**src/source/spi_macros.svh**
```systemverilog
`ifndef SPI_MACROS_SVH
`define SPI_MACROS_SVH

////////////////////////////////////////////////////////////////////////////
// Bus timing
////////////////////////////////////////////////////////////////////////////

// System clocks per SCK period, a multiple of 4 and at least 8
`define SPI_CLK_RATIO 8
`define SPI_GUARD_SCK 4        // SCK periods of CSN guard, before and after

////////////////////////////////////////////////////////////////////////////
// Field widths
////////////////////////////////////////////////////////////////////////////

`define SPI_FIFO_DEPTH_LOG2 4  // 16 bytes per FIFO
`define SPI_LEN_BITS 11        // TX and RX byte counts
`define SPI_WAIT_BITS 2        // Idle SCK cycles between TX and RX
`define SPI_TIMER_BITS 13      // Bit timer inside one state

// Wishbone word addresses
`define SPI_ADR_TXDATA 2'd0
`define SPI_ADR_RXDATA 2'd1
`define SPI_ADR_CTRL 2'd2
`define SPI_ADR_STATUS 2'd3

`endif
```
**src/source/spi_bus_pkg.sv**
```systemverilog
`include "spi_macros.svh"

// Types on the SPI side of the master
package spi_bus_pkg;

  typedef logic [7:0] spi_byte_t;                       // One bus byte
  typedef logic [`SPI_LEN_BITS-1:0] spi_len_t;          // Byte count
  typedef logic [`SPI_WAIT_BITS-1:0] spi_wait_t;        // Idle SCK count
  typedef logic [`SPI_TIMER_BITS-1:0] spi_timer_t;      // Per-state timer

  // Transaction sequence, CSN is low from START_S through STOP_S
  typedef enum logic [2:0] {
    IDLE,
    START_D,     // CSN high guard
    START_S,     // CSN low guard
    TX,
    WAIT,        // Free-running SCK, no data
    RX,
    STOP_S,      // CSN low guard
    STOP_D       // CSN high guard
  } spi_state_t;

  // Descriptor held for the whole transaction
  typedef struct packed {
    spi_len_t  tx_len;
    spi_len_t  rx_len;
    spi_wait_t wait_cyc;
  } spi_xfer_t;

endpackage

```
**src/source/spi_host_pkg.sv**
```systemverilog
`include "spi_macros.svh"

// Types on the host side, Wishbone and register layouts
package spi_host_pkg;

  import spi_bus_pkg::*;

  typedef logic [1:0] wb_adr_t;    // Word address
  typedef logic [31:0] wb_data_t;

  // Host to slave
  typedef struct packed {
    logic     cyc;
    logic     stb;
    logic     we;
    wb_adr_t  adr;
    wb_data_t dat;
  } wb_req_t;

  // Slave to host
  typedef struct packed {
    logic     ack;
    wb_data_t dat;
  } wb_rsp_t;

  // Unused upper bits of the control word
  localparam int c_ctrl_pad_bits = 32 - 1 - 2 * `SPI_LEN_BITS - `SPI_WAIT_BITS;

  // Control word, wait_cyc sits in the low bits
  typedef struct packed {
    logic [c_ctrl_pad_bits-1:0] rsvd;
    logic      go;         // Start, reads back as busy
    spi_len_t  rx_len;
    spi_len_t  tx_len;
    spi_wait_t wait_cyc;
  } spi_ctrl_t;

  typedef struct packed {
    logic idle;       // bit 2
    logic tx_ready;   // bit 1, TX FIFO has room
    logic rx_avail;   // bit 0, RX FIFO holds data
  } spi_status_t;

endpackage

```
**src/source/spi_master_top.sv**
```systemverilog
`timescale 1ns/1ps
`include "spi_macros.svh"

module spi_master_top
  import spi_bus_pkg::*;
  import spi_host_pkg::*;
(
  input  logic    i_ext_spi_clk_x,
  input  logic    i_srst,
  input  wb_req_t i_wb_req,
  input  logic    i_cipo,
  output wb_rsp_t o_wb_rsp,
  output logic    o_sck,
  output logic    o_csn,
  output logic    o_copi
);

  // TX path
  logic       tx_push;
  spi_byte_t  tx_wr_byte;
  logic       tx_pop;
  spi_byte_t  tx_head;
  logic       tx_empty;
  logic       tx_full;
  // RX path
  logic       rx_push;
  spi_byte_t  rx_wr_byte;
  logic       rx_pop;
  spi_byte_t  rx_head;
  logic       rx_empty;
  logic       rx_full;
  // Sequencer control
  logic       start;
  spi_xfer_t  xfer;
  logic       idle;
  spi_state_t state;
  spi_timer_t timer;
  logic       cap_phase;

  spi_wb_regs u_spi_wb_regs (
    .i_ext_spi_clk_x (i_ext_spi_clk_x),
    .i_srst          (i_srst),
    .i_wb_req        (i_wb_req),
    .i_idle          (idle),
    .i_tx_full       (tx_full),
    .i_rx_empty      (rx_empty),
    .i_rx_byte       (rx_head),
    .o_wb_rsp        (o_wb_rsp),
    .o_tx_push       (tx_push),
    .o_tx_byte       (tx_wr_byte),
    .o_rx_pop        (rx_pop),
    .o_start         (start),
    .o_xfer          (xfer)
  );

  spi_byte_fifo #(.parm_depth_log2(`SPI_FIFO_DEPTH_LOG2)) u_tx_fifo (
    .i_ext_spi_clk_x (i_ext_spi_clk_x),
    .i_srst          (i_srst),
    .i_push          (tx_push),
    .i_data          (tx_wr_byte),
    .i_pop           (tx_pop),
    .o_data          (tx_head),
    .o_empty         (tx_empty),
    .o_full          (tx_full)
  );

  spi_sequencer u_spi_sequencer (
    .i_ext_spi_clk_x (i_ext_spi_clk_x),
    .i_srst          (i_srst),
    .i_start         (start),
    .i_xfer          (xfer),
    .i_tx_byte       (tx_head),
    .i_tx_empty      (tx_empty),
    .o_tx_pop        (tx_pop),
    .o_sck           (o_sck),
    .o_csn           (o_csn),
    .o_copi          (o_copi),
    .o_idle          (idle),
    .o_state         (state),
    .o_timer         (timer),
    .o_cap_phase     (cap_phase)
  );

  spi_rx_capture u_spi_rx_capture (
    .i_ext_spi_clk_x (i_ext_spi_clk_x),
    .i_srst          (i_srst),
    .i_cipo          (i_cipo),
    .i_state         (state),
    .i_timer         (timer),
    .i_rx_len        (xfer.rx_len),
    .i_cap_phase     (cap_phase),
    .i_rx_full       (rx_full),
    .o_push          (rx_push),
    .o_byte          (rx_wr_byte)
  );

  spi_byte_fifo #(.parm_depth_log2(`SPI_FIFO_DEPTH_LOG2)) u_rx_fifo (
    .i_ext_spi_clk_x (i_ext_spi_clk_x),
    .i_srst          (i_srst),
    .i_push          (rx_push),
    .i_data          (rx_wr_byte),
    .i_pop           (rx_pop),
    .o_data          (rx_head),
    .o_empty         (rx_empty),
    .o_full          (rx_full)
  );

endmodule

```
**src/source/spi_wb_regs.sv**
```systemverilog
`timescale 1ns/1ps
`include "spi_macros.svh"

module spi_wb_regs
  import spi_bus_pkg::*;
  import spi_host_pkg::*;
(
  input  logic      i_ext_spi_clk_x,
  input  logic      i_srst,
  input  wb_req_t   i_wb_req,
  input  logic      i_idle,
  input  logic      i_tx_full,
  input  logic      i_rx_empty,
  input  spi_byte_t i_rx_byte,
  output wb_rsp_t   o_wb_rsp,
  output logic      o_tx_push,
  output spi_byte_t o_tx_byte,
  output logic      o_rx_pop,
  output logic      o_start,
  output spi_xfer_t o_xfer
);

  logic        ack_q;
  logic        acc;          // New access, not yet acked
  logic        wr_tx;
  logic        rd_rx;
  logic        wr_ctrl;
  spi_ctrl_t   ctrl_w;       // Control word being written
  spi_ctrl_t   ctrl_rd;      // Control readback
  spi_status_t status_w;
  spi_xfer_t   xfer_q;
  wb_data_t    rd_data;
  wb_data_t    rd_q;

  ////////////////////////////////////////////////////////////////////////////
  // Decode
  ////////////////////////////////////////////////////////////////////////////

  assign acc = i_wb_req.cyc & i_wb_req.stb & ~ack_q;
  assign ctrl_w = spi_ctrl_t'(i_wb_req.dat);

  assign wr_tx = acc & i_wb_req.we & (i_wb_req.adr == `SPI_ADR_TXDATA);
  assign rd_rx = acc & ~i_wb_req.we & (i_wb_req.adr == `SPI_ADR_RXDATA);
  assign wr_ctrl = acc & i_wb_req.we & (i_wb_req.adr == `SPI_ADR_CTRL);

  assign o_tx_push = wr_tx & ~i_tx_full;     // Dropped when full
  assign o_tx_byte = i_wb_req.dat[7:0];
  assign o_rx_pop = rd_rx & ~i_rx_empty;
  assign o_start = wr_ctrl & ctrl_w.go & i_idle;   // Ignored while busy
  assign o_xfer = xfer_q;

  assign status_w.idle = i_idle;
  assign status_w.tx_ready = ~i_tx_full;
  assign status_w.rx_avail = ~i_rx_empty;

  assign ctrl_rd = '{
    rsvd:     '0,
    go:       ~i_idle,
    rx_len:   xfer_q.rx_len,
    tx_len:   xfer_q.tx_len,
    wait_cyc: xfer_q.wait_cyc
  };

  // Read mux
  always_comb begin
    rd_data = '0;
    case (i_wb_req.adr)
      `SPI_ADR_RXDATA: if (!i_rx_empty) rd_data[7:0] = i_rx_byte;   // Empty reads zero
      `SPI_ADR_CTRL:   rd_data = wb_data_t'(ctrl_rd);
      `SPI_ADR_STATUS: rd_data = {{($bits(wb_data_t) - $bits(spi_status_t)){1'b0}}, status_w};
      default:         rd_data = '0;   // TXDATA is write only
    endcase
  end

  always_ff @(posedge i_ext_spi_clk_x) begin
    if (i_srst) begin
      ack_q <= 1'b0;
      xfer_q <= '0;
    end else begin
      ack_q <= acc;                        // Single-cycle ack
      if (o_start) begin
        xfer_q <= '{tx_len: ctrl_w.tx_len, rx_len: ctrl_w.rx_len, wait_cyc: ctrl_w.wait_cyc};
      end
    end
  end

  // Read data held with the ack
  always_ff @(posedge i_ext_spi_clk_x) begin
    if (acc && !i_wb_req.we) rd_q <= rd_data;
  end

  assign o_wb_rsp.ack = ack_q;
  assign o_wb_rsp.dat = rd_q;

endmodule

```
**src/source/spi_rx_capture.sv**
```systemverilog
`timescale 1ns/1ps
`include "spi_macros.svh"

module spi_rx_capture
  import spi_bus_pkg::*;
(
  input  logic       i_ext_spi_clk_x,
  input  logic       i_srst,
  input  logic       i_cipo,
  input  spi_state_t i_state,
  input  spi_timer_t i_timer,
  input  spi_len_t   i_rx_len,
  input  logic       i_cap_phase,
  input  logic       i_rx_full,
  output logic       o_push,
  output spi_byte_t  o_byte
);

  localparam int c_ext_bits = `SPI_LEN_BITS + 3;

  logic [1:0] cipo_sync;        // Two-flop synchronizer
  // One stage for the output register, two for the synchronizer
  spi_state_t state_d1;
  spi_state_t state_d2;
  spi_state_t state_d3;
  spi_timer_t timer_d1;
  spi_timer_t timer_d2;
  spi_timer_t timer_d3;
  logic in_rx;                  // Delayed state is RX and inside rx_len bytes
  logic last_bit;
  spi_byte_t shift_q;

  always_ff @(posedge i_ext_spi_clk_x) begin
    cipo_sync <= {cipo_sync[0], i_cipo};
  end

  always_ff @(posedge i_ext_spi_clk_x) begin
    if (i_srst) begin
      state_d1 <= IDLE;
      state_d2 <= IDLE;
      state_d3 <= IDLE;
      timer_d1 <= '0;
      timer_d2 <= '0;
      timer_d3 <= '0;
    end else begin
      state_d1 <= i_state;
      state_d2 <= state_d1;
      state_d3 <= state_d2;
      timer_d1 <= i_timer;
      timer_d2 <= timer_d1;
      timer_d3 <= timer_d2;
    end
  end

  assign in_rx = (state_d3 == RX) && (c_ext_bits'(timer_d3) < {i_rx_len, 3'b000});
  assign last_bit = (timer_d3[2:0] == 3'b111);
  assign o_byte = shift_q;

  // Push strobe, byte lost when the RX FIFO is full
  always_ff @(posedge i_ext_spi_clk_x) begin
    if (i_srst) o_push <= 1'b0;
    else o_push <= i_cap_phase & in_rx & last_bit & ~i_rx_full;
  end

  // Shift MSB first, last bit lands with the push
  always_ff @(posedge i_ext_spi_clk_x) begin
    if (i_cap_phase && in_rx) shift_q <= {shift_q[6:0], cipo_sync[1]};
  end

endmodule

```
**src/source/spi_sequencer.sv**
```systemverilog
`timescale 1ns/1ps
`include "spi_macros.svh"

module spi_sequencer
  import spi_bus_pkg::*;
(
  input  logic       i_ext_spi_clk_x,
  input  logic       i_srst,
  input  logic       i_start,
  input  spi_xfer_t  i_xfer,
  input  spi_byte_t  i_tx_byte,
  input  logic       i_tx_empty,
  output logic       o_tx_pop,
  output logic       o_sck,
  output logic       o_csn,
  output logic       o_copi,
  output logic       o_idle,
  output spi_state_t o_state,
  output spi_timer_t o_timer,
  output logic       o_cap_phase
);

  localparam int c_cnt_bits = $clog2(`SPI_CLK_RATIO);
  localparam int c_ext_bits = `SPI_LEN_BITS + 3;     // Holds 8 * len
  localparam spi_timer_t c_guard_last = spi_timer_t'(`SPI_GUARD_SCK - 1);

  logic [c_cnt_bits-1:0] phase_cnt;
  logic ce0;            // Quarter 0, SCK rises
  logic ce2;            // Quarter 2, SCK falls
  logic sck_half;       // Free-running divided clock
  logic start_pend;     // Start seen, waiting for a falling quarter

  spi_state_t state;
  spi_state_t state_nx;
  spi_state_t after_tx;
  spi_state_t after_start;
  spi_timer_t timer;
  spi_timer_t wait_last;

  logic [c_ext_bits-1:0] tim_ext;
  logic [c_ext_bits-1:0] tx_last;
  logic [c_ext_bits-1:0] rx_last;
  logic guard_done;
  logic tx_done;
  logic tx_load;        // Take the FIFO head into the shifter
  spi_byte_t tx_byte_q;
  logic bus_run;
  logic cs_act;

  ////////////////////////////////////////////////////////////////////////////
  // Phase counter and quarter enables
  ////////////////////////////////////////////////////////////////////////////

  assign ce0 = (phase_cnt == '0);
  assign ce2 = (phase_cnt == c_cnt_bits'(`SPI_CLK_RATIO / 2));
  // RX capture lines up 3 cycles behind, on the falling quarter
  assign o_cap_phase = ce2;

  // Last timer value of each state
  assign tim_ext = c_ext_bits'(timer);
  assign tx_last = {i_xfer.tx_len - 1'b1, 3'b111};
  assign rx_last = {i_xfer.rx_len - 1'b1, 3'b111};
  assign wait_last = spi_timer_t'(i_xfer.wait_cyc) - 1'b1;
  assign guard_done = (timer == c_guard_last);
  assign tx_done = (tim_ext == tx_last);

  // Skip empty phases
  assign after_tx = (i_xfer.rx_len == '0) ? STOP_S :
                    (i_xfer.wait_cyc != '0) ? WAIT : RX;
  assign after_start = (i_xfer.tx_len != '0) ? TX : after_tx;

  always_comb begin
    state_nx = state;
    case (state)
      IDLE:    if (start_pend) state_nx = START_D;
      START_D: if (guard_done) state_nx = START_S;
      START_S: if (guard_done) state_nx = after_start;
      TX:      if (tx_done) state_nx = after_tx;
      WAIT:    if (timer == wait_last) state_nx = RX;
      RX:      if (tim_ext == rx_last) state_nx = STOP_S;
      STOP_S:  if (guard_done) state_nx = STOP_D;
      default: if (guard_done) state_nx = IDLE;   // STOP_D
    endcase
  end

  // First byte at end of START_S, then each byte boundary except the last
  assign tx_load = ce2 &
                   (((state == START_S) & guard_done & (i_xfer.tx_len != '0)) |
                    ((state == TX) & (timer[2:0] == 3'b111) & ~tx_done));
  assign o_tx_pop = tx_load & ~i_tx_empty;

  assign o_idle = (state == IDLE) & ~start_pend;
  assign o_state = state;
  assign o_timer = timer;

  assign bus_run = (state == TX) | (state == WAIT) | (state == RX);
  assign cs_act = (state != IDLE) & (state != START_D) & (state != STOP_D);

  always_ff @(posedge i_ext_spi_clk_x) begin
    if (i_srst) begin
      phase_cnt <= '0;
      sck_half <= 1'b0;
      start_pend <= 1'b0;
      state <= IDLE;
      timer <= '0;
    end else begin
      if (phase_cnt == c_cnt_bits'(`SPI_CLK_RATIO - 1)) phase_cnt <= '0;
      else phase_cnt <= phase_cnt + 1'b1;

      if (ce0) sck_half <= 1'b1;
      else if (ce2) sck_half <= 1'b0;

      if (i_start) start_pend <= 1'b1;
      else if (ce2 && state == IDLE) start_pend <= 1'b0;   // Consumed by IDLE exit

      // State and timer move on the falling quarter only
      if (ce2) begin
        state <= state_nx;
        if (state != state_nx) timer <= '0;
        else if (timer != '1) timer <= timer + 1'b1;    // Saturate
      end
    end
  end

  // Byte being shifted out, empty FIFO sends zeros
  always_ff @(posedge i_ext_spi_clk_x) begin
    if (tx_load) tx_byte_q <= i_tx_empty ? '0 : i_tx_byte;
  end

  ////////////////////////////////////////////////////////////////////////////
  // Registered bus outputs, Mode 0
  ////////////////////////////////////////////////////////////////////////////

  always_ff @(posedge i_ext_spi_clk_x) begin
    if (i_srst) begin
      o_sck <= 1'b0;
      o_csn <= 1'b1;
      o_copi <= 1'b0;
    end else begin
      o_sck <= sck_half & bus_run;          // Held low outside the data phases
      o_csn <= ~cs_act;
      o_copi <= (state == TX) ? tx_byte_q[3'd7 - timer[2:0]] : 1'b0;  // MSB first
    end
  end

endmodule

```
**src/source/spi_byte_fifo.sv**
```systemverilog
`timescale 1ns/1ps
`include "spi_macros.svh"

module spi_byte_fifo
  import spi_bus_pkg::*;
#(
  parameter int parm_depth_log2 = `SPI_FIFO_DEPTH_LOG2
) (
  input  logic      i_ext_spi_clk_x,
  input  logic      i_srst,
  input  logic      i_push,
  input  spi_byte_t i_data,
  input  logic      i_pop,
  output spi_byte_t o_data,
  output logic      o_empty,
  output logic      o_full
);

  localparam int c_depth = 2 ** parm_depth_log2;

  spi_byte_t mem [c_depth];

  // Pointers carry one wrap bit above the index
  logic [parm_depth_log2:0] wr_ptr;
  logic [parm_depth_log2:0] rd_ptr;
  logic do_push;
  logic do_pop;

  assign o_empty = (wr_ptr == rd_ptr);
  // Same index, opposite wrap
  assign o_full = (wr_ptr[parm_depth_log2] != rd_ptr[parm_depth_log2]) &&
                  (wr_ptr[parm_depth_log2-1:0] == rd_ptr[parm_depth_log2-1:0]);

  assign do_push = i_push & ~o_full;   // Push to a full FIFO is dropped
  assign do_pop = i_pop & ~o_empty;

  assign o_data = mem[rd_ptr[parm_depth_log2-1:0]];  // Head, no read latency

  always_ff @(posedge i_ext_spi_clk_x) begin
    if (i_srst) begin
      wr_ptr <= '0;
      rd_ptr <= '0;
    end else begin
      if (do_push) wr_ptr <= wr_ptr + 1'b1;
      if (do_pop) rd_ptr <= rd_ptr + 1'b1;
    end
  end

  // Storage
  always_ff @(posedge i_ext_spi_clk_x) begin
    if (do_push) mem[wr_ptr[parm_depth_log2-1:0]] <= i_data;
  end

endmodule

```
**config.mk**
```make
export PLATFORM = sky130hd
export DESIGN_NAME = spi_master_top
export DESIGN_NICKNAME = d
export VERILOG_FILES = /design/src/source/spi_bus_pkg.sv /design/src/source/spi_host_pkg.sv /design/src/source/spi_master_top.sv /design/src/source/spi_wb_regs.sv /design/src/source/spi_rx_capture.sv /design/src/source/spi_sequencer.sv /design/src/source/spi_byte_fifo.sv
export VERILOG_INCLUDE_DIRS = /design/src /design/src/source
export SDC_FILE = /design/constraint.sdc
export NUM_CORES = 1
export LEC_CHECK = 0
export BUFFER_PORTS_ARGS = -buffer_cell sky130_fd_sc_hd__buf_2
export CAP_MARGIN = 20
export CORE_UTILIZATION = 35
export DETAILED_ROUTE_END_ITERATION = 16
export PLACE_DENSITY_LB_ADDON = 0.08
export SYNTH_ARGS = -nofsm -noshare
export SYNTH_HDL_FRONTEND = slang
export SYNTH_HIERARCHICAL = 1
export SYNTH_SLANG_ARGS = --single-unit
export TNS_END_PERCENT = 10
```
**constraint.sdc**
```tcl
create_clock -name i_ext_spi_clk_x -period 8.1 [get_ports i_ext_spi_clk_x]
set_input_delay 0 -clock i_ext_spi_clk_x [delete_from_list [all_inputs] [get_ports i_ext_spi_clk_x]]
set_output_delay 0 -clock i_ext_spi_clk_x [all_outputs]
set_load 0.02 [all_outputs]
```
### Word-level counts from Yosys, hierarchy flattened

Memory sizes are Yosys's and may differ from the RTL's. A register that Yosys moved wholly into a read port is not among the register bits.
Index checks and enable logic that the tools add are counted.

| storage, ports and cells | value |
|---|---|
| bits in latches | 0 |
| bits in read-only memories | 0 |
| memories kept | 2 |
| bits of input ports | 40 |
| RAM bits | 256 |
| register bits after elaboration | 160 |
| output and inout bits | 36 |

Memories:

| memory | depth | width | rd ports | clocked after Yosys merged registers in | wr ports | line | text |
|---|---|---|---|---|---|---|---|
| u_rx_fifo.mem | 16 | 8 | 1 | 1 | 1 | spi_byte_fifo.sv:21 | `spi_byte_t mem [c_depth];` |
| u_tx_fifo.mem | 16 | 8 | 1 | 1 | 1 | spi_byte_fifo.sv:21 |  |

| operators by class | value |
|---|---|
| multipliers | 0 |
| $lt $le $gt $ge | 2 |
| eq/ne operators | 28 |
| reductions and logical operators | 20 |
| mux-type cells | 28 |
| shift-type cells | 0 |
| bitwise gates (word level) | 42 |
| $add $sub $neg | 10 |
| div/mod/pow operators | 0 |

Operators by type and width:

| cell | count |
|---|---|
| 3-bit 2-to-1 mux | 10 |
| 1-bit AND | 28 |
| 13-bit by 14-bit equality test with 1-bit output | 2 |
| 13-bit 2-to-1 mux | 2 |
| 3-bit equality test, second input constant | 8 |
| 8-bit one-hot mux with 3 select lines | 1 |
| 11-bit by 1-bit subtractor with 11-bit output, second input constant | 2 |
| 3-bit one-hot mux with 7 select lines | 1 |
| 5-bit by 1-bit adder with 5-bit output, second input constant | 4 |
| 13-bit by 14-bit < comparator with 1-bit output | 1 |
| 13-bit by 1-bit adder with 13-bit output, second input constant | 1 |
| 13-bit equality test | 1 |
| 13-bit by 2-bit equality test with 1-bit output, second input constant | 1 |
| 13-bit != test, second input constant | 1 |
| 11-bit logical NOT | 1 |
| 1-bit NOT | 11 |
| 11-bit nonzero test | 1 |
| 5-bit equality test | 2 |
| 1-bit 2-to-1 mux | 10 |
| 4-bit equality test | 2 |
| 4-bit 2-to-1 mux | 2 |
| 8-bit 2-to-1 mux | 1 |
| 2-bit nonzero test | 4 |
| 3-bit by 2-bit equality test with 1-bit output, second input constant | 2 |
| other kinds (20) | 31 |

### Logic depth before layout (Yosys ltp)

Gate-level depths: netlist of run 1.

| depth | value |
|---|---|
| depth in word-level cells | 9 |
| mapped depth | 15 |

### By module

Netlist of run 1, hierarchy kept.

Modules (own cells, without submodules):

| module | area each (sq um) | seq. area each (sq um) | cells an instance | instances |
|---|---|---|---|---|
| spi_byte_fifo (u_rx_fifo) | 5838.1 | 4124.0 | 279 | 1 |
| spi_byte_fifo (u_tx_fifo) | 5829.3 | 4124.0 | 283 | 1 |
| spi_sequencer | 2600.0 | 720.7 | 314 | 1 |
| spi_wb_regs | 2439.8 | 1251.2 | 216 | 1 |
| spi_rx_capture | 1879.3 | 1261.2 | 150 | 1 |

### Worst setup path before layout of run 1

No wires, ideal clock.

| timing path | value |
|---|---|
| kind | flip-flop to flip-flop |
| start point | register u_spi_wb_regs.xfer_q (netlist bit u_spi_wb_regs/o_xfer[16]) |
| end point | register (tool-made name) |
| data arrival time | 3497 ps |
| stages on the path, launching flop included | 14 |
| required time | 7979 ps |
| library setup time | 121 ps |
| slack | 4482 ps |
| cells stage by stage | dfxtp_1 -> buf_4 -> buf_2 -> or4_4 -> o21a_1 -> o211ai_1 -> or3b_2 -> and4_1 -> nand3b_1 -> o31ai_1 -> nor4b_1 -> inv_1 -> a21oi_2 -> mux2_2 |

RTL lines:

| what | line | text |
|---|---|---|
| start, declared | spi_wb_regs.sv:31 | `spi_xfer_t xfer_q;` |
| start signal, assigned | spi_wb_regs.sv:82 | `xfer_q <= '{tx_len: ctrl_w.tx_len, rx_len: ctrl_w.rx_len, wait_cyc: ctrl_w.wait_cyc};` |

==> flow_metrics.tcl, run 1 <==
set metrics [dict create \
    report.final.slew_viol_count 0 \
    synthDominantAreaCellType "sky130_fd_sc_hd__edfxtp_1" \
    via_count_of_the_routed_design 10252 \
    crit_path_max_incr_delay_ps 610 \
    crit_path_top_delay_cell "sky130_fd_sc_hd__or4_4" \
    synth_top_cell_area_share 0.480 \
    cts-hold-fix-buffers 31 \
    insertion_delay_ps 600 \
    die-height_um 232 \
    clk_transition_reported_paths_ps 60 \
    yosysWarnings 6 \
    primary_flip_flop_cell_chosen_by_synthesis_mapping "sky130_fd_sc_hd__edfxtp_1" \
    post_cts_buffers 0 \
    worst-slew-pin-transition_ps 1060 \
    cts-root-to-sink-buffers 3 \
    combPwrFrac 0.033 \
    hpwl_um 28800 \
    post_cts_resized 0 \
    synthCells 1242 \
    route.detailed.wl_per_inst_um 21.9 \
    share_of_synthesized_flip_flops_with_an_asynchronous_set_or_reset 0 \
    worstHoldPathType "input pin to register" \
    post-route-period-util 0.463 \
    design_area_um2 21100 \
    number_of_hold_violations_in_the_final_report 0 \
    timing.reg2reg.setup_slack_ps 4350 \
    post_drt_via_cell_ratio 5.07 \
    power_frac_clock 0.467 \
    path_class "register to register" \
    worstPathMaxFanout 11 \
    floorplan.die_area_um2 54000 \
    placed_cell_area_um2 19200 \
    dieWidth_um 232 \
    crit_path_cell_trace "or4_4 -> o21a_1 -> o211ai_1 -> or3b_2 -> and4_1 -> nand3b_1 -> o31ai_1 -> nor4b_1 -> clkbuf_2 -> inv_1 -> a21oi_2 -> mux2_2" \
    switching_power_mw 0.998 \
    detail-route-antenna-nets 0 \
    cts-root-buf "sky130_fd_sc_hd__clkbuf_16" \
    post_synth.cell_area_avg_um2 15.0 \
    drt-initial-drc-count 670 \
    result_of_the_run "complete, no violations" \
    max_freq_ghz 0.266 \
    final.min_clock_period_ps 3750 \
    area.growth.synth_to_final_pct 13.5 \
    cts_made_buffers 48 \
    pwr-share-seq 0.501 \
    vias_in_the_first_global_route 10152 \
    synth.most_common_cell "sky130_fd_sc_hd__edfxtp_1" \
    pin_count_of_the_biggest_net_entering_global_routing 76 \
    timing.critical_path.required_ps 8560 \
    maxCapViolCount 0 \
    h-tree-depth 2 \
    synth_enable_flop_cells 297 \
    grt_first_pass_wirelength_um 66100 \
    cellLeakagePower_nw 7.13 \
    fin_skew_ps 32.2 \
    ys_seq_area_frac 0.618 \
    netlist-cell-type-count 83 \
    detail_route.drc_violations 0 \
    ir_worst_vdd_mv 0.164 \
    place_congestion 0.763 \
    layout-drive-gt1-share 0.160 \
    synth.cell_area_um2 18600 \
    final_nets 1365 \
    wirelength_um 44400 \
    rsz0062_at_grt "false" \
    globalRouteOverflowTotal 0 \
    tns_ps 0 \
    crit_arrival_ps 4210 \
    core.rowCount 84 \
    synth.top_cells.by_area "sky130_fd_sc_hd__edfxtp_1 (48%), sky130_fd_sc_hd__dfxtp_1 (14%), sky130_fd_sc_hd__mux4_1 (7.9%)" \
    cts_tree "yes" \
    pwr_density_cell_nw_per_um2 222 \
    worstSetupStartpointType "register" \
    io_pins 76 \
    post_synth_most_frequent_cells "sky130_fd_sc_hd__edfxtp_1 (297), sky130_fd_sc_hd__dfxtp_1 (128), sky130_fd_sc_hd__nor2b_1 (62)" \
    port-buffer-count 61 \
    cts.sink_count 425 \
    setup.worst_path.end_class "register" \
    gr-usage-all-layers 0.167 \
    core_um2 52600 \
    internal_power_mw 3.68 \
    slew_headroom 0.284 \
    netSwitchingFraction 0.213 \
    ys_ff_latch 425 \
    start_util 0.354 \
    setup_violations 0 \
    number_of_iterations_in_the_first_detailed_routing_pass 5 \
    antenna_found_initial 0 \
    filler_cell_count 4856 \
]
[routing by layer]
metal	vias up	part of all wire	routed length, µm	global-route usage
li1	4834	-	-	-
met5	-	0	0	0
met2	180	0.47	20900	0.269
met3	55	0.041	1810	0.0344
met4	0	0.018	802	0.0401
met1	5183	0.47	20900	0.229
[state kept, by name, indices dropped and copies added, names as in the netlist, 13 cells and up, named ones only]
signal                     count
u_spi_wb_regs/rd_q            25
u_spi_rx_capture/timer_d2     13
u_rx_fifo/mem                128
u_spi_rx_capture/timer_d1     13
u_spi_wb_regs/o_xfer          24
u_tx_fifo/mem                128
u_spi_rx_capture/timer_d3     13
u_spi_sequencer/o_timer       13
[kinds of logic after synthesis]
group / Yosys count / synth area share
adders and majority gates: 27 / 0.0182
buffers and inverters: 144 / 0.0442
xor gates and xnor gates: 40 / 0.0188
muxes: 126 / 0.135
other: 1 / 0.000202
and+or+nand+nor: 360 / 0.119
AOI/OAI and AO/OA: 119 / 0.0469
DFF: 425 / 0.618
[layout make-up]
cell class / count / area [µm²] / area share
clock buffer: 64 / 1300 / 0.0617
clock inverter: 22 / 280 / 0.0133
antenna: 1 / 2.50 / 0.000119
timing repair buffer: 102 / 691 / 0.0327
multi-input combinational: 679 / 6320 / 0.299
sequential: 425 / 11500 / 0.544
inverter: 42 / 158 / 0.00747
tap: 688 / 861 / 0.0408
[cell usage in the layout, fill, tap and decap left out, types with 6 or more instances in the layout]
cell	netlist	final
sky130_fd_sc_hd__dlygate4sd3_1	0	31
sky130_fd_sc_hd__edfxtp_1	297	297
sky130_fd_sc_hd__nor2b_1	62	61
sky130_fd_sc_hd__o21ai_0	17	17
sky130_fd_sc_hd__dfxtp_1	128	125
sky130_fd_sc_hd__and2_1	21	21
sky130_fd_sc_hd__and4_1	11	11
sky130_fd_sc_hd__a21oi_2	6	6
sky130_fd_sc_hd__a22o_1	9	9
sky130_fd_sc_hd__nor2_1	42	41
sky130_fd_sc_hd__mux4_2	26	26
sky130_fd_sc_hd__and3_1	33	33
sky130_fd_sc_hd__mux2_2	11	11
sky130_fd_sc_hd__xor2_1	9	9
sky130_fd_sc_hd__nor4_1	12	12
sky130_fd_sc_hd__a21oi_1	29	29
sky130_fd_sc_hd__a311o_1	6	6
sky130_fd_sc_hd__buf_2	13	60
sky130_fd_sc_hd__mux2i_1	32	32
sky130_fd_sc_hd__nand4_1	18	18
sky130_fd_sc_hd__clkbuf_16	0	49
sky130_fd_sc_hd__nor3_1	19	19
sky130_fd_sc_hd__nand2_1	22	22
sky130_fd_sc_hd__clkbuf_1	30	13
sky130_fd_sc_hd__a211oi_1	6	6
sky130_fd_sc_hd__or3_1	9	9
sky130_fd_sc_hd__mux4_1	56	56
sky130_fd_sc_hd__nand3_1	15	15
sky130_fd_sc_hd__nand2b_1	54	54
sky130_fd_sc_hd__ha_1	27	27
sky130_fd_sc_hd__inv_1	39	39
sky130_fd_sc_hd__conb_1	1	7
sky130_fd_sc_hd__clkinv_1	3	9
sky130_fd_sc_hd__buf_4	40	10
sky130_fd_sc_hd__xnor2_1	31	31
[power by group through the flow]
stage / clock [mW] / sequential (mW) / combinational, mW
finish: 2.18 / 2.34 / 0.154
global route: 2.33 / 2.34 / 0.169
CTS: 2.25 / 2.34 / 0.157
detailed placement: 0 / 2.39 / 0.145
global placement: 0 / 2.39 / 0.144
floorplan: 0 / 2.38 / 0.106
[final timing paths]
path                                 startpoint                            end  cells after the start
setup / recovery       u_spi_wb_regs/o_xfer[15]                       register                     12
setup reg to reg       u_spi_wb_regs/o_xfer[15]                       register                     12
hold reg to reg   u_spi_rx_capture/cipo_sync[0]  u_spi_rx_capture/cipo_sync[1]                      0
hold / removal                           i_cipo  u_spi_rx_capture/cipo_sync[0]                      2
[worst max-delay path: cells and delay by family (launching register included)]
kind / cells / cell delay, ps
AND/OR/NAND/NOR: 5 / 1770
multiplexers: 1 / 370
buffers and inverters: 2 / 330
AO/OA/AOI/OAI: 4 / 710
flip-flops: 1 / 450
[per-stage QoR]
| stage | worst slack, ps | util | hold slack [ps] | cells | power (mW) |
|---|---|---|---|---|---|
| 3_5_place_dp | 3800 | 0.365 | 108 | 1904 | 2.53 |
| 5_1_grt | 4120 | 0.401 | 5.86 | 2022 | 4.84 |
| 4_1_cts | 3770 | 0.401 | 9.38 | 2021 | 4.75 |
| 2_1_floorplan | 4480 | - | 27.7 | 1248 | 2.48 |
| 6_report | 4350 | 0.401 | 44.8 | 2023 | 4.68 |
| 3_3_place_gp | 3840 | 0.365 | 109 | 1904 | 2.53 |
Power figures use the tool's default switching activity.
==> run 2, diff against run 1 <==
==> constraint.sdc (replaced) <==
create_clock -name i_ext_spi_clk_x -period 3.3 [get_ports i_ext_spi_clk_x]
set_input_delay 0 -clock i_ext_spi_clk_x [delete_from_list [all_inputs] [get_ports i_ext_spi_clk_x]]
set_output_delay 0 -clock i_ext_spi_clk_x [all_outputs]
set_load 0.02 [all_outputs]
==> run 2 against run 1 <==
- maximum frequency rose by 17%
- design area rose by 2.2%
- clock power rose by 140%
- critical path depth fell by 1
- total power rose by 140%
- final cell count rose by 2.7%
- critical path type unchanged
- highest routed layer unchanged
==> flow_metrics.tcl, run 2 (synthesis gave the netlist of run 1 again) <==
set metrics [dict create \
    result_of_the_run "complete, no violations" \
    core_um2 52600 \
    io_pins 76 \
    post_drt_via_cell_ratio 5.07 \
    pwr-share-seq 0.505 \
    via_count_of_the_routed_design 10521 \
    final.min_clock_period_ps 3220 \
    insertion_delay_ps 590 \
    worstSetupStartpointType "register" \
    start_util 0.354 \
    globalRouteOverflowTotal 0 \
    vias_in_the_first_global_route 10460 \
    setup_violations 0 \
    cts_tree "yes" \
    cts-root-buf "sky130_fd_sc_hd__clkbuf_16" \
    crit_arrival_ps 3680 \
    pin_count_of_the_biggest_net_entering_global_routing 135 \
    slew_headroom 0.492 \
    max_freq_ghz 0.311 \
    worst-slew-pin-transition_ps 761 \
    switching_power_mw 2.44 \
    hpwl_um 30200 \
    worstHoldPathType "input pin to register" \
    placement.setup.worst_slack_ps 70.0 \
    pwr_density_cell_nw_per_um2 527 \
    route.detailed.wl_per_inst_um 21.9 \
    cts.sink_count 425 \
    die-height_um 232 \
    place_congestion 0.802 \
    grt.met1_usage 0.228 \
    wirelength_um 45500 \
    core.rowCount 84 \
    fin_skew_ps 25.5 \
    post-layout-total-power_mw 11.4 \
    groute.layer.met3.usage 0.0254 \
    layout.area.seq_um2 11500 \
    setup.worst_path.end_class "register" \
    detail_route.drc_violations 0 \
    port-buffer-count 61 \
    maxCapViolCount 0 \
    multi_input_comb_area_um2 6350 \
    antenna_found_initial 1 \
    clk_transition_reported_paths_ps 60 \
    filler_cell_count 4847 \
    rsz0062_at_grt "true" \
    timing.critical_path.required_ps 3760 \
    ir_worst_vdd_mv 0.395 \
    report.final.slew_viol_count 0 \
    grt_use_met2 0.288 \
    internal_power_mw 8.93 \
    cts_made_buffers 47 \
    worst_slack_ps 80.4 \
    worstPathMaxFanout 4 \
    h-tree-depth 2 \
    placed_cells_incl_taps 1959 \
    layout-drive-gt1-share 0.202 \
    mostFrequentLayoutCells "sky130_fd_sc_hd__edfxtp_1 (297), sky130_fd_sc_hd__dfxtp_1 (125), sky130_fd_sc_hd__buf_4 (62)" \
    netSwitchingFraction 0.215 \
    number_of_hold_violations_in_the_final_report 0 \
    dieWidth_um 232 \
    floorplan.die_area_um2 54000 \
    area.growth.synth_to_final_pct 16.0 \
    mostFrequentLayoutCell "sky130_fd_sc_hd__edfxtp_1" \
    detail-route-antenna-nets 0 \
    power_frac_clock 0.459 \
    cts-root-to-sink-buffers 3 \
    number_of_iterations_in_the_first_detailed_routing_pass 5 \
    path_class "register to register" \
    gr-usage-all-layers 0.170 \
    finalNonFillerCells 2077 \
    grt_first_pass_wirelength_um 67500 \
    combPwrFrac 0.036 \
    post-route-period-util 0.976 \
    drt-initial-drc-count 680 \
    grt_most_used_layer "met2" \
    final_nets 1419 \
    cellLeakagePower_nw 7.45 \
]
==> run 2: cell types whose count changed in the layout (fill, tap and decap cells not counted), moves of 3 or more <==
cell,previous run,this run
sky130_fd_sc_hd__buf_12,0,4
sky130_fd_sc_hd__o311ai_0,5,2
sky130_fd_sc_hd__clkinv_2,5,9
sky130_fd_sc_hd__clkbuf_1,13,8
sky130_fd_sc_hd__buf_4,10,62
sky130_fd_sc_hd__o311ai_1,0,3
==> run 2: final timing paths <==
check / start / endpoint / depth (start not counted) / slack, ps
worst max-delay path: u_spi_wb_regs/o_xfer[19] / u_tx_fifo/rd_ptr[4] / 11 / 80
worst min-delay path: i_wb_req[24] / u_spi_wb_regs/o_xfer[7] / 5 / 40
worst max register to register: u_spi_wb_regs/o_xfer[19] / u_tx_fifo/rd_ptr[4] / 11 / 80
worst min register to register: u_spi_rx_capture/cipo_sync[0] / u_spi_rx_capture/cipo_sync[1] / 0 / 330
==> run 2: timing repair <==
action / in CTS / in global routing
setup endpoints to repair: 0 / 19
endpoints found under the hold margin: 168 / 0
buffers inserted: 0 / 1
resized for setup: 0 / 10
hold buffers: 31 / 0
==> run 2: worst max-delay path, stage by stage (launching register included) <==
cell and delay, ps:
sky130_fd_sc_hd__dfxtp_2 320, sky130_fd_sc_hd__or4_4 550, sky130_fd_sc_hd__o21a_1 200, sky130_fd_sc_hd__o211ai_1 160, sky130_fd_sc_hd__or3b_4 400, sky130_fd_sc_hd__and4_4 160
sky130_fd_sc_hd__nand3b_1 160, sky130_fd_sc_hd__o31ai_2 100, sky130_fd_sc_hd__nor4b_4 410, sky130_fd_sc_hd__nand4_1 140, sky130_fd_sc_hd__a21oi_1 150, sky130_fd_sc_hd__mux2_2 340
==> run 2: metal layers <==
| layer | wire (µm) | share of wire | up-vias |
|---|---|---|---|
| met1 | 20500 | 0.45 | 5301 |
| met2 | 22300 | 0.49 | 216 |
| met3 | 1780 | 0.039 | 52 |
| met5 | 0 | 0 | - |
| li1 | - | - | 4952 |
| met4 | 830 | 0.018 | 0 |
==> run 2: layout make-up <==
class / instances / area share
Clock inverter: 22 / 0.0104
Sequential cell: 425 / 0.533
Antenna cell: 1 / 0.000116
Tap cell: 688 / 0.0399
Multi-Input combinational cell: 679 / 0.295
Inverter: 42 / 0.00731
Timing Repair Buffer: 157 / 0.0536
Clock buffer: 63 / 0.0615
==> run 2: power groups by stage <==
stage | logic (mW) | clock network [mW] | registers, mW
after floorplan | 0.263 | 0 | 5.83
after global placement | 0.378 | 0 | 5.86
after detailed placement | 0.381 | 0 | 5.86
after CTS | 0.411 | 5.39 | 5.74
after global routing | 0.445 | 5.58 | 5.75
final | 0.405 | 5.22 | 5.74
==> run 2: per-stage QoR <==
stage                     TNS, ps  utilization  hold WS [ps]  area (µm²)
after floorplan                 0            -          27.7       18600
after global placement          0        0.374           107       19700
after detailed placement        0        0.374           105       19700
after CTS                       0        0.410          4.90       21500
after global routing         -116        0.410          44.7       21600
final                           0        0.410          44.1       21600
==> run 3, diff against run 2 <==
--- a/config.mk
+++ b/config.mk
@@ -6,6 +6,7 @@
 export SDC_FILE = /design/constraint.sdc
 export NUM_CORES = 1
 export LEC_CHECK = 0
+export ABC_AREA = 1
 export BUFFER_PORTS_ARGS = -buffer_cell sky130_fd_sc_hd__buf_2
 export CAP_MARGIN = 20
 export CORE_UTILIZATION = 35
==> run 3 against run 2 <==
- synthesized area rose by 5.2%
- clock power is 7.3% higher
- via count increased by 30%
- largest cell class unchanged
- largest power group unchanged
==> flow_metrics.tcl, run 3 <==
set metrics [dict create \
    crit_path_max_incr_delay_ps 570 \
    ys_seq_area_frac 0.587 \
    post_cts_buffers 0 \
    mostFrequentLayoutCell "sky130_fd_sc_hd__inv_1" \
    post_synth_most_frequent_cells "sky130_fd_sc_hd__inv_1 (328), sky130_fd_sc_hd__nand2_1 (317), sky130_fd_sc_hd__edfxtp_1 (297)" \
    post_synth_fa_ha_maj_area_fraction 0.0173 \
    yosysWarnings 6 \
    mostFrequentLayoutCells "sky130_fd_sc_hd__inv_1 (328), sky130_fd_sc_hd__nand2_1 (317), sky130_fd_sc_hd__edfxtp_1 (297)" \
    worstHoldPathType "input pin to register" \
    cts-root-buf "sky130_fd_sc_hd__clkbuf_16" \
    design_area_um2 22700 \
    synthDominantAreaCellType "sky130_fd_sc_hd__edfxtp_1" \
    synth.area.mux_share 0 \
    netlist-cell-type-count 42 \
    maxCapViolCount 0 \
    number_of_hold_violations_in_the_final_report 0 \
    synth_xor_area_frac 0.0125 \
    wirelength_um 49300 \
    grt_first_pass_wirelength_um 76200 \
    area.growth.synth_to_final_pct 15.9 \
    fin_skew_ps 19.8 \
    globalRouteOverflowTotal 0 \
    synthCells 2076 \
    hpwl_um 33000 \
    rsz0062_at_grt "false" \
    place_congestion 0.819 \
    post-layout-total-power_mw 11.6 \
    placement.setup.worst_slack_ps 282 \
    core_um2 55200 \
    crit_path_top_delay_cell "sky130_fd_sc_hd__nor2_4" \
    pin_count_of_the_biggest_net_entering_global_routing 66 \
    largest_family_of_logic_cells_by_synthesized_area "simple AND/OR/NAND/NOR gates" \
    detail-route-antenna-nets 0 \
    crit_path_cell_trace "inv_2 -> nand2_1 -> nor2_1 -> inv_1 -> nor2_1 -> nand2_1 -> nor2_4 -> nand3_1 -> nand2_1 -> nor2_1 -> dlygate4sd3_1" \
    post-route-period-util 0.876 \
    crit_arrival_ps 3350 \
    report.final.slew_viol_count 0 \
    result_of_the_run "complete, no violations" \
    insertion_delay_ps 590 \
    share_of_synthesized_flip_flops_with_an_asynchronous_set_or_reset 0 \
    io_pins 76 \
    worst-slew-pin-transition_ps 975 \
    vias_in_the_first_global_route 12957 \
    worstPathMaxFanout 24 \
    route.detailed.wl_per_inst_um 16.6 \
    placed_cells_incl_taps 2824 \
    ys_ff_latch 425 \
    gr-usage-all-layers 0.175 \
    insertedDiodeCount 0 \
    fin_worst_hold_slack_ps 41.1 \
    h-tree-depth 2 \
    final_nets 2244 \
    port-buffer-count 61 \
    primary_flip_flop_cell_chosen_by_synthesis_mapping "sky130_fd_sc_hd__edfxtp_1" \
    synth_compound_gate_area_share 0.0768 \
    clk_transition_reported_paths_ps 60 \
    slew_headroom 0.348 \
    post_drt_via_cell_ratio 4.59 \
    path_class "register to register" \
    antenna_found_initial 0 \
    via_count_of_the_routed_design 13626 \
    ir_worst_vdd_mv 0.421 \
    cts_made_buffers 50 \
    finalNonFillerCells 2967 \
    synth.top_cells.by_area "sky130_fd_sc_hd__edfxtp_1 (46%), sky130_fd_sc_hd__dfxtp_1 (13%), sky130_fd_sc_hd__inv_1 (6.3%)" \
    final.min_clock_period_ps 2890 \
    cellLeakagePower_nw 8.85 \
    synth_enable_flop_cells 297 \
    layout-drive-gt1-share 0.130 \
    post_synth.cell_area_avg_um2 9.42 \
    cts.sink_count 425 \
    max_freq_ghz 0.346 \
    pwr_density_cell_nw_per_um2 513 \
    floorplan.die_area_um2 56800 \
    placed_cell_area_um2 20500 \
    synth.cell_area_um2 19600 \
    core.rowCount 86 \
    synth_top_cell_area_share 0.456 \
    setup.worst_path.end_class "register" \
    dieWidth_um 238 \
    synth-simple-area-share 0.197 \
    die-height_um 238 \
    timing.critical_path.required_ps 3760 \
    cts_tree "yes" \
    worstSetupStartpointType "register" \
    final_core_util 0.411 \
    tns_ps 0 \
    cts-root-to-sink-buffers 3 \
    number_of_iterations_in_the_first_detailed_routing_pass 5 \
    synth.most_common_cell "sky130_fd_sc_hd__inv_1" \
    worst_slack_ps 411 \
    start_util 0.354 \
    drt-initial-drc-count 911 \
    setup_violations 0 \
    detail_route.drc_violations 0 \
]
run 3: cell type report:
class | instances | area (µm²)
clock buffer | 58 | 1310
clock inverter | 36 | 364
fill | 5525 | 32500
inverter | 352 | 1320
multi-input combinational | 1179 | 5970
sequential | 425 | 11500
tap | 748 | 936
timing repair buffer | 169 | 1260
run 3: cell families (layout without fill, tap and decap cells):
| group | count (synthesis) | in the layout |
|---|---|---|
| other | 1 | 7 |
| adder cells (fa/ha/maj) | 27 | 27 |
| flip-flops | 425 | 425 |
| AND/OR/NAND/NOR | 862 | 862 |
| AO/OA/AOI/OAI | 255 | 255 |
| buffers and inverters | 478 | 615 |
| XOR/XNOR | 28 | 28 |
run 3: repair_timing:
action | 4_1_cts | 5_1_grt
endpoints found under the setup margin | 0 | 5
gates resized for setup | 0 | 1
hold buffers | 49 | 0
hold endpoints to repair | 178 | 0
run 3: power by group:
part	switching, mW	total (mW)	internal [mW]
registers	0.0156	5.70	5.68
logic	0.219	0.325	0.106
clock network	2.21	5.60	3.39
run 3: critical path, delay by kind of cell, from the launching register on:
kind	cells	cell delay, ps
flops	1	350
simple gates	8	1610
buf+inv	3	780
run 3: worst paths after layout:
check	from	slack (ps)	cells past startpoint	to
max	u_spi_sequencer/o_state[1]	410	11	u_spi_wb_regs/o_xfer[6]
min	i_wb_req[35]	40	5	u_spi_sequencer/start_pend
max reg2reg	u_spi_sequencer/o_state[1]	410	11	u_spi_wb_regs/o_xfer[6]
min reg2reg	u_spi_rx_capture/cipo_sync[0]	340	0	u_spi_rx_capture/cipo_sync[1]
run 3: layer usage:
layer,up-vias,global-route usage,wire length [µm]
met1,6378,0.249,24100
met4,0,0.0449,782
met5,-,0,0
met3,57,0.0236,1870
met2,246,0.281,22600
li1,6945,-,-
